### src/rv_pkg.sv
`default_nettype none

package rv_pkg;

  localparam int XLEN = 32;

  typedef logic [XLEN-1:0] word_t;
  typedef logic [4:0] reg_idx_t;

  localparam word_t RESET_PC_DEFAULT = 32'h0000_0000;

  // Major opcodes, bits 6:0 of the instruction
  typedef enum logic [6:0] {
    OP_LOAD   = 7'b000_0011,
    OP_STORE  = 7'b010_0011,
    OP_BRANCH = 7'b110_0011,
    OP_JALR   = 7'b110_0111,
    OP_JAL    = 7'b110_1111,
    OP_IMM    = 7'b001_0011,
    OP_REG    = 7'b011_0011,
    OP_SYSTEM = 7'b111_0011,
    OP_AUIPC  = 7'b001_0111,
    OP_LUI    = 7'b011_0111
  } opcode_t;

  typedef enum logic [3:0] {
    ALU_ADD   = 4'd0,
    ALU_SUB   = 4'd1,
    ALU_SLL   = 4'd2,
    ALU_SLT   = 4'd3,
    ALU_SLTU  = 4'd4,
    ALU_XOR   = 4'd5,
    ALU_SRL   = 4'd6,
    ALU_SRA   = 4'd7,
    ALU_OR    = 4'd8,
    ALU_AND   = 4'd9,
    ALU_PASSB = 4'd10 // Operand b straight through, for lui
  } alu_op_t;

  // Branch funct3 codes
  typedef enum logic [2:0] {
    BEQ  = 3'b000,
    BNE  = 3'b001,
    BLT  = 3'b100,
    BGE  = 3'b101,
    BLTU = 3'b110,
    BGEU = 3'b111
  } br_cond_t;

  // Same encoding as funct3[1:0] of loads and stores
  typedef enum logic [1:0] {
    MEM_BYTE = 2'b00,
    MEM_HALF = 2'b01,
    MEM_WORD = 2'b10
  } mem_size_t;

  typedef enum logic {A_RS1, A_PC} a_sel_t;
  typedef enum logic {B_RS2, B_IMM} b_sel_t;
  typedef enum logic [1:0] {WB_ALU, WB_LOAD, WB_PC4} wb_sel_t;

  typedef struct packed {
    alu_op_t   alu_op;
    a_sel_t    a_sel;
    b_sel_t    b_sel;
    logic      reg_write;
    wb_sel_t   wb_sel;
    logic      is_branch;
    br_cond_t  br_cond;
    logic      is_jal;
    logic      is_jalr;
    logic      is_load;
    logic      is_store;
    mem_size_t mem_size;
    logic      load_unsigned;
    logic      is_ecall;
  } ctrl_t;

endpackage

`default_nettype wire
### src/rv_decode_if.sv
`default_nettype none

// Decoded control from the decoder to the register file and execute side
interface decode_if import rv_pkg::*; ();

  ctrl_t    ctrl;
  word_t    imm;  // Sign-extended immediate
  reg_idx_t rs1;
  reg_idx_t rs2;

  modport dec (
    output ctrl, imm, rs1, rs2
  );

  modport exe (
    input ctrl, imm
  );

  modport rf (
    input rs1, rs2
  );

endinterface

`default_nettype wire

### src/rv_core.sv
`default_nettype none

module rv_core import rv_pkg::*; #(
  parameter word_t RESET_PC = RESET_PC_DEFAULT
) (
  input  logic       clk,
  input  logic       rst,
  output word_t      pc_to_imem,
  input  word_t      insn_from_imem,
  output word_t      addr_to_dmem,
  input  word_t      load_data_from_dmem,
  output word_t      store_data_to_dmem,
  output logic [3:0] store_we_to_dmem,
  output logic       halt
);

  reg_idx_t   rd;
  word_t      rs1_data;
  word_t      rs2_data;
  word_t      alu_result;
  logic       branch_taken;
  word_t      load_value;
  logic [3:0] lsu_we;
  word_t      pc_plus4;
  word_t      wb_data;

  decode_if dec_if ();

  rv_decoder decoder_i (.insn(insn_from_imem), .dec(dec_if.dec), .rd(rd));

  rv_regfile regfile_i (
    .clk      (clk),
    .rst      (rst),
    .rf       (dec_if.rf),
    .rd       (rd),
    .we       (dec_if.ctrl.reg_write), // Clear for ecall, stores and branches
    .wdata    (wb_data),
    .rs1_data (rs1_data),
    .rs2_data (rs2_data)
  );

  rv_alu alu_i (
    .exe          (dec_if.exe),
    .pc           (pc_to_imem),
    .rs1_data     (rs1_data),
    .rs2_data     (rs2_data),
    .result       (alu_result),
    .branch_taken (branch_taken)
  );

  rv_lsu lsu_i (
    .exe        (dec_if.exe),
    .addr       (alu_result),
    .rs2_data   (rs2_data),
    .load_raw   (load_data_from_dmem),
    .store_data (store_data_to_dmem),
    .store_we   (lsu_we),
    .load_value (load_value)
  );

  rv_pc_unit #(.RESET_PC(RESET_PC)) pc_unit_i (
    .clk          (clk),
    .rst          (rst),
    .exe          (dec_if.exe),
    .branch_taken (branch_taken),
    .alu_result   (alu_result),
    .pc           (pc_to_imem),
    .pc_plus4     (pc_plus4)
  );

  // Write-back source
  always_comb begin
    case (dec_if.ctrl.wb_sel)
      WB_LOAD: wb_data = load_value;
      WB_PC4:  wb_data = pc_plus4;
      default: wb_data = alu_result;
    endcase
  end

  assign addr_to_dmem     = alu_result; // Byte address, memory picks the word
  assign store_we_to_dmem = rst ? 4'b0000 : lsu_we;
  assign halt             = dec_if.ctrl.is_ecall && !rst;

endmodule

`default_nettype wire

### src/rv_pc_unit.sv
`default_nettype none

module rv_pc_unit import rv_pkg::*; #(
  parameter word_t RESET_PC = RESET_PC_DEFAULT
) (
  input  logic  clk,
  input  logic  rst,
  decode_if.exe exe,
  input  logic  branch_taken,
  input  word_t alu_result,
  output word_t pc,
  output word_t pc_plus4
);

  word_t pc_next;

  assign pc_plus4 = pc + 32'd4;

  always_comb begin
    if (exe.ctrl.is_ecall) begin
      pc_next = pc; // Halted, hold the PC
    end else if (exe.ctrl.is_jal || (exe.ctrl.is_branch && branch_taken)) begin
      pc_next = pc + exe.imm;
    end else if (exe.ctrl.is_jalr) begin
      pc_next = {alu_result[XLEN-1:1], 1'b0};
    end else begin
      pc_next = pc_plus4;
    end
  end

  always_ff @(posedge clk) begin
    if (rst) pc <= RESET_PC;
    else     pc <= pc_next;
  end

endmodule

`default_nettype wire

### src/rv_lsu.sv
`default_nettype none

module rv_lsu import rv_pkg::*; (
  decode_if.exe exe,
  input  word_t       addr,
  input  word_t       rs2_data,
  input  word_t       load_raw,
  output word_t       store_data,
  output logic [3:0]  store_we,
  output word_t       load_value
);

  logic [1:0] offs;
  logic [3:0] lane_we;
  word_t      shifted;
  word_t      extended;

  assign offs    = addr[1:0];
  assign shifted = load_raw >> {offs, 3'b000}; // Addressed lane down to bit 0

  // Replicate narrow data so every lane carries it
  always_comb begin
    case (exe.ctrl.mem_size)
      MEM_BYTE: begin
        store_data = {4{rs2_data[7:0]}};
        lane_we    = 4'b0001 << offs;
      end
      MEM_HALF: begin
        store_data = {2{rs2_data[15:0]}};
        lane_we    = offs[1] ? 4'b1100 : 4'b0011;
      end
      default: begin
        store_data = rs2_data;
        lane_we    = 4'b1111;
      end
    endcase
  end

  assign store_we = exe.ctrl.is_store ? lane_we : 4'b0000;

  always_comb begin
    case (exe.ctrl.mem_size)
      MEM_BYTE: extended = exe.ctrl.load_unsigned ? {24'b0, shifted[7:0]}
                                                  : {{24{shifted[7]}}, shifted[7:0]};
      MEM_HALF: extended = exe.ctrl.load_unsigned ? {16'b0, shifted[15:0]}
                                                  : {{16{shifted[15]}}, shifted[15:0]};
      default:  extended = shifted;
    endcase
  end

  assign load_value = extended;

endmodule

`default_nettype wire

### src/rv_alu.sv
`default_nettype none

module rv_alu import rv_pkg::*; (
  decode_if.exe exe,
  input  word_t pc,
  input  word_t rs1_data,
  input  word_t rs2_data,
  output word_t result,
  output logic  branch_taken
);

  word_t      op_a;
  word_t      op_b;
  logic [4:0] shamt;
  logic       eq;
  logic       lt;
  logic       ltu;

  assign op_a  = (exe.ctrl.a_sel == A_PC) ? pc : rs1_data;
  assign op_b  = (exe.ctrl.b_sel == B_IMM) ? exe.imm : rs2_data;
  assign shamt = op_b[4:0];

  always_comb begin
    case (exe.ctrl.alu_op)
      ALU_ADD:   result = op_a + op_b;
      ALU_SUB:   result = op_a - op_b;
      ALU_SLL:   result = op_a << shamt;
      ALU_SLT:   result = {{(XLEN-1){1'b0}}, $signed(op_a) < $signed(op_b)};
      ALU_SLTU:  result = {{(XLEN-1){1'b0}}, op_a < op_b};
      ALU_XOR:   result = op_a ^ op_b;
      ALU_SRL:   result = op_a >> shamt;
      ALU_SRA:   result = word_t'($signed(op_a) >>> shamt);
      ALU_OR:    result = op_a | op_b;
      ALU_AND:   result = op_a & op_b;
      ALU_PASSB: result = op_b;
      default:   result = op_a + op_b;
    endcase
  end

  // Branch compare works on the registers, independent of the operand muxes
  assign eq  = rs1_data == rs2_data;
  assign lt  = $signed(rs1_data) < $signed(rs2_data);
  assign ltu = rs1_data < rs2_data;

  always_comb begin
    case (exe.ctrl.br_cond)
      BEQ:     branch_taken = eq;
      BNE:     branch_taken = !eq;
      BLT:     branch_taken = lt;
      BGE:     branch_taken = !lt;
      BLTU:    branch_taken = ltu;
      BGEU:    branch_taken = !ltu;
      default: branch_taken = 1'b0;
    endcase
  end

endmodule

`default_nettype wire

### src/rv_decoder.sv
`default_nettype none

module rv_decoder import rv_pkg::*; (
  input  word_t    insn,
  decode_if.dec    dec,
  output reg_idx_t rd
);

  opcode_t    opcode;
  logic [2:0] funct3;
  logic       alt;     // Bit 30, selects sub and sra
  word_t      imm_i;
  word_t      imm_s;
  word_t      imm_b;
  word_t      imm_u;
  word_t      imm_j;
  ctrl_t      ctrl;
  word_t      imm;

  assign opcode = opcode_t'(insn[6:0]);
  assign funct3 = insn[14:12];
  assign alt    = insn[30];

  assign rd      = insn[11:7];
  assign dec.rs1 = insn[19:15];
  assign dec.rs2 = insn[24:20];

  assign imm_i = {{20{insn[31]}}, insn[31:20]};
  assign imm_s = {{20{insn[31]}}, insn[31:25], insn[11:7]};
  assign imm_b = {{19{insn[31]}}, insn[31], insn[7], insn[30:25], insn[11:8], 1'b0};
  assign imm_u = {insn[31:12], 12'b0};
  assign imm_j = {{11{insn[31]}}, insn[31], insn[19:12], insn[20], insn[30:21], 1'b0};

  // Shared by register and immediate arithmetic
  function automatic alu_op_t arith_op(input logic [2:0] f3, input logic sel);
    case (f3)
      3'b000:  arith_op = sel ? ALU_SUB : ALU_ADD;
      3'b001:  arith_op = ALU_SLL;
      3'b010:  arith_op = ALU_SLT;
      3'b011:  arith_op = ALU_SLTU;
      3'b100:  arith_op = ALU_XOR;
      3'b101:  arith_op = sel ? ALU_SRA : ALU_SRL;
      3'b110:  arith_op = ALU_OR;
      default: arith_op = ALU_AND;
    endcase
  endfunction

  always_comb begin
    ctrl               = '0;
    ctrl.alu_op        = ALU_ADD;  // Address and auipc adds
    ctrl.a_sel         = A_RS1;
    ctrl.b_sel         = B_IMM;
    ctrl.wb_sel        = WB_ALU;
    ctrl.br_cond       = br_cond_t'(funct3);
    ctrl.mem_size      = mem_size_t'(funct3[1:0]);
    ctrl.load_unsigned = funct3[2];
    imm                = imm_i;

    case (opcode)
      OP_REG: begin
        ctrl.reg_write = 1'b1;
        ctrl.b_sel     = B_RS2;
        ctrl.alu_op    = arith_op(funct3, alt);
      end
      OP_IMM: begin
        ctrl.reg_write = 1'b1;
        ctrl.alu_op    = arith_op(funct3, alt && funct3 == 3'b101); // addi never subtracts
      end
      OP_LUI: begin
        ctrl.reg_write = 1'b1;
        ctrl.alu_op    = ALU_PASSB;
        imm            = imm_u;
      end
      OP_AUIPC: begin
        ctrl.reg_write = 1'b1;
        ctrl.a_sel     = A_PC;
        imm            = imm_u;
      end
      OP_JAL: begin
        ctrl.reg_write = 1'b1;
        ctrl.is_jal    = 1'b1;
        ctrl.wb_sel    = WB_PC4;
        imm            = imm_j;
      end
      OP_JALR: begin
        ctrl.reg_write = 1'b1;
        ctrl.is_jalr   = 1'b1;
        ctrl.wb_sel    = WB_PC4;
      end
      OP_BRANCH: begin
        ctrl.is_branch = 1'b1;
        imm            = imm_b;
      end
      OP_LOAD: begin
        ctrl.reg_write = 1'b1;
        ctrl.is_load   = 1'b1;
        ctrl.wb_sel    = WB_LOAD;
      end
      OP_STORE: begin
        ctrl.is_store = 1'b1;
        imm           = imm_s;
      end
      OP_SYSTEM: ctrl.is_ecall = 1'b1; // Only ecall is expected here
      default: ;
    endcase
  end

  assign dec.ctrl = ctrl;
  assign dec.imm  = imm;

endmodule

`default_nettype wire

### src/rv_regfile.sv
`default_nettype none

module rv_regfile import rv_pkg::*; (
  input  logic     clk,
  input  logic     rst,
  decode_if.rf     rf,
  input  reg_idx_t rd,
  input  logic     we,
  input  word_t    wdata,
  output word_t    rs1_data,
  output word_t    rs2_data
);

  word_t regs [1:31]; // x0 has no storage

  always_ff @(posedge clk) begin
    if (rst) begin
      for (int i = 1; i < 32; i++) begin
        regs[i] <= '0;
      end
    end else if (we && rd != '0) begin
      regs[rd] <= wdata;
    end
  end

  // Asynchronous reads, x0 reads as zero
  assign rs1_data = (rf.rs1 == '0) ? '0 : regs[rf.rs1];
  assign rs2_data = (rf.rs2 == '0) ? '0 : regs[rf.rs2];

endmodule

`default_nettype wire

### config.mk
export PLATFORM = sky130hd
export DESIGN_NAME = rv_core
export DESIGN_NICKNAME = d
export VERILOG_FILES = /design/src/rv_pkg.sv /design/src/rv_decode_if.sv /design/src/rv_core.sv /design/src/rv_pc_unit.sv /design/src/rv_lsu.sv /design/src/rv_alu.sv /design/src/rv_decoder.sv /design/src/rv_regfile.sv
export SDC_FILE = /design/constraint.sdc
export NUM_CORES = 2
export LEC_CHECK = 0
export BUFFER_PORTS_ARGS = -buffer_cell sky130_fd_sc_hd__buf_2
export CELL_PAD_IN_SITES_DETAIL_PLACEMENT = 0
export CELL_PAD_IN_SITES_GLOBAL_PLACEMENT = 1
export CORE_MARGIN = 3
export CORE_UTILIZATION = 53
export CTS_BUF_LIST = sky130_fd_sc_hd__clkbuf_4
export CTS_CLUSTER_DIAMETER = 50
export DETAILED_ROUTE_END_ITERATION = 8
export PLACE_DENSITY_LB_ADDON = 0.1
export REMOVE_ABC_BUFFERS = 1
export SLEW_MARGIN = 20
export SYNTH_ARGS = -nofsm -noshare
export SYNTH_HDL_FRONTEND = slang
export SYNTH_SLANG_ARGS = --single-unit
### constraint.sdc
create_clock -name clk -period 13.51 [get_ports clk]
set_input_delay 1.351 -clock clk [delete_from_list [all_inputs] [get_ports clk]]
set_output_delay 1.351 -clock clk [all_outputs]
set_load 0.01 [all_outputs]
==> results.ini <==
[outcome]
status = complete, no violations

[routing]
num_vias = 59100
remaining_drc_errors = 0
route.detailed.vias_per_inst = 7.19
detail_route.iter0.violations = 9328
detail-route-antenna-nets = 0
totalWireLength_um = 307000
routedWlPerCell_um = 37.4
drt_first_pass_iters = 9

[global_routing]
grt_first_pass_wirelength_um = 426000
first_global_vias = 57000
globalRouteOverflowTotal = 0
grt_usage = 0.457
antenna_found_initial = 18
pin_count_of_the_biggest_net_entering_global_routing = 80

[yosys]
postSynth.topFlopCell = edfxtp_1
number_of_synthesized_flops_with_an_enable_pin = 1024
synth_cells = 6142
postSynthAreaPerCell_um2 = 11.2
yosys.cell_count.top_type = nor2_1
synthDistinctLibCells = 99
yosys_register_bits = 1056
ys_seq_area_frac = 0.458
yosysTopAreaCellShare = 0.448
synthTopCellsByArea = edfxtp_1 (45%), mux4_2 (16%), nor2_1 (6.6%)
post_synth_instance_area_um2 = 68600
post_synth_most_frequent_cells = nor2_1 (1207), edfxtp_1 (1024), mux4_2 (492)
ys_warn_count = 0
synth-async-reset-ratio = 0
synth_area_leader_cell = edfxtp_1

[critical_path]
crit-reg2reg-launch = regfile_i.regs[20][3]
regToRegEndpoint = regfile_i.regs[10][23]
critical_path.endpoint = store_we_to_dmem[3]
cp.arrival_ns = 10.17
worstPathRequired_ns = 12.16
crit_chain = buf_8, buf_4, buf_4, mux4_2, mux4_2, nand2_1, nand2_1, a21oi_1, a21oi_1, ha_1, or2_2, a2111oi_0, o21ai_0, o211ai_1, a221oi_1, a31oi_1, a41oi_1, a311o_1, o21ai_4, inv_2, buf_4, nor2_1, nor2_1, buf_2
critical_path.most_common_cell = buf_4
largest_delay_share_family_worst_path = compound AO/OA/AOI/OAI gates
longest_individual_stage_delay_on_the_worst_path_ns = 0.77
critPathLaunch = insn_from_imem[21]
reg2reg_slack_ns = 4.22
critical_path_peak_fanout = 56
timing.critical_path.buf_inv = 6
setup.worst_path.end_class = output pin
worstSetupPathDepth = 24
start_kind = input pin
critPathKind = in -> out
worst_r2r_path_depth = 22
timing.critical_path.slowest_stage_cell = buf_4

[worst_hold_path]
min-delay-path-class = reg -> reg

[sta]
hold_violations = 0
fin_hold_ws_ns = 0.608
slew_violations = 0
final_min_period_over_clock_period = 0.853
worst_clock_skew_ns = 0.124
totalNegativeSetupSlack_ns = 0
max_clk_rate_mhz = 86.8
max_slew_headroom_at_the_worst_pin = 0.132
timing_worst_slew_pin_value_ns = 1.29
setup_viol = 0
rsz0062_at_grt = no
period_minus_slack_ns = 11.52

[clocking]
cts_root_buffer = clkbuf_4
worstSkewPairLatency_ns = 1.29
postCtsResizedCells = 0
clkSlewWorstSetupHoldPaths_ns = 0.06
tritoncts.num_buffers = 303
cts_max_level = 5
cts.path.max_buffers = 4
cts.hold.buffers_added = 0
post_cts_buffers = 0
tritoncts_num_sinks = 1056
tritoncts = built

[die]
die_w_um = 366
rows = 131
dieHeight_um = 366
core_region_area_um2 = 128000
die_area_um2 = 134000
io_pins = 167
effective_utilization_at_floorplan = 0.536

[placement]
gpl_wtd_cong = 1.06
hpwlAfterDp_um = 206000
portBuffers = 166
placed_cell_area_um2 = 71500

[job]
max_cap_violations = 0

[cells_and_area]
final_nets = 6523
fin_area_um2 = 75100
synth_to_final_area_change_pct = 9.52
drive_above_1_share = 0.234

[power_and_ir_drop]
cellPowerDensity_nw_per_um2 = 123
total_power_mw = 9.26
p_leak_nw = 29.6
ir_worst_vdd_mv = 0.0944

[report_power, final]
| part | switching [mW] | total (mW) | internal [mW] |
|---|---|---|---|
| Sequential | 0.0756 | 3.80 | 3.72 |
| Clock | 1.40 | 2.88 | 1.48 |
| Combinational | 1.82 | 2.58 | 0.757 |
| Total | 3.29 | 9.26 | 5.97 |
[cells by family after synthesis]
family	count (synthesis)	share of synthesized area
simple gates	2200	0.137
compound gates	1100	0.114
flops	1056	0.458
mux	791	0.206
buf+inv	751	0.0449
fa+ha+maj	166	0.0306
xor+xnor	77	0.00984
other cells	1	0.0000547
[per-stage QoR]
step	setup WS, ns	cells	utilization
final	1.99	8219	0.587
after global routing	2.01	8213	0.586
after CTS	2.45	8207	0.586
after detailed placement	2.23	7712	0.558
after global placement	1.79	7711	0.558
after floorplan	1.98	5599	-
[final cells by class]
class | instances | area [µm²]
clock inverters | 59 | 254
repair buffers | 387 | 2660
inverters | 177 | 664
diodes | 9 | 22.5
flip-flops and latches | 1056 | 31400
fillers | 10900 | 52900
multi-input cells | 4366 | 34700
clock buffers | 436 | 3270
well taps | 1729 | 2160
[sequential cells by signal, indices dropped and copies added (netlist names)]
name / count
regfile_i.regs: 1024
pc_unit_i.pc: 32
[worst min-delay path by stage]
| stage | start | end | slack, ns | depth (start not counted) |
|---|---|---|---|---|
| floorplan | pc_unit_i.pc[6] | pc_unit_i.pc[6] | 0.55 | 2 |
| global placement | pc_unit_i.pc[18] | pc_unit_i.pc[18] | 0.58 | 2 |
| detailed placement | pc_unit_i.pc[18] | pc_unit_i.pc[18] | 0.60 | 2 |
| CTS | insn_from_imem[4] | pc_unit_i.pc[2] | 0.55 | 5 |
| global route | pc_unit_i.pc[18] | pc_unit_i.pc[18] | 0.64 | 2 |
| finish | pc_unit_i.pc[18] | pc_unit_i.pc[18] | 0.61 | 2 |
[cell usage in the layout (no fill, tap or decap), drive strengths merged, types with 58 or more instances in the layout]
cell type	netlist	final
a21o	58	58
buf	200	387
o21ai	203	203
nand2	490	490
a211oi	73	73
nor3	124	124
a21oi	231	231
inv	173	180
clkbuf	374	436
nand3	71	71
ha	163	163
edfxtp	1024	1024
and3	72	72
mux2i	270	270
mux4	492	492
nor2	1207	1207
[worst register-to-register path: stages, from the launching register on]
cell and delay [ns]:
edfxtp_1 0.38, nor2b_1 0.14, a211oi_1 0.54, o31ai_1 0.24, o21ai_0 0.94, nand2_2 0.39, ha_1 0.47, nor2b_1 0.26
a221o_1 0.27, nor4bb_1 0.55, o21ai_0 0.36, o211ai_1 0.50, a221oi_1 0.24, a31oi_1 0.39, a41oi_1 0.31, a311o_1 0.43
o21ai_4 0.53, inv_2 0.09, a311oi_1 0.49, o41ai_4 0.09, buf_4 0.26, a31oi_4 0.88, nor2_1 0.16
[routing by layer]
metal  track usage  wire length (µm)  up-vias
met2         0.677            133000     5065
met1         0.555            103000    29100
met5             0               102        -
met4         0.297             24200       12
met3         0.184             47000     1225
li1              -                 -    23700
Note: power is estimated with default switching activity, not from simulation.
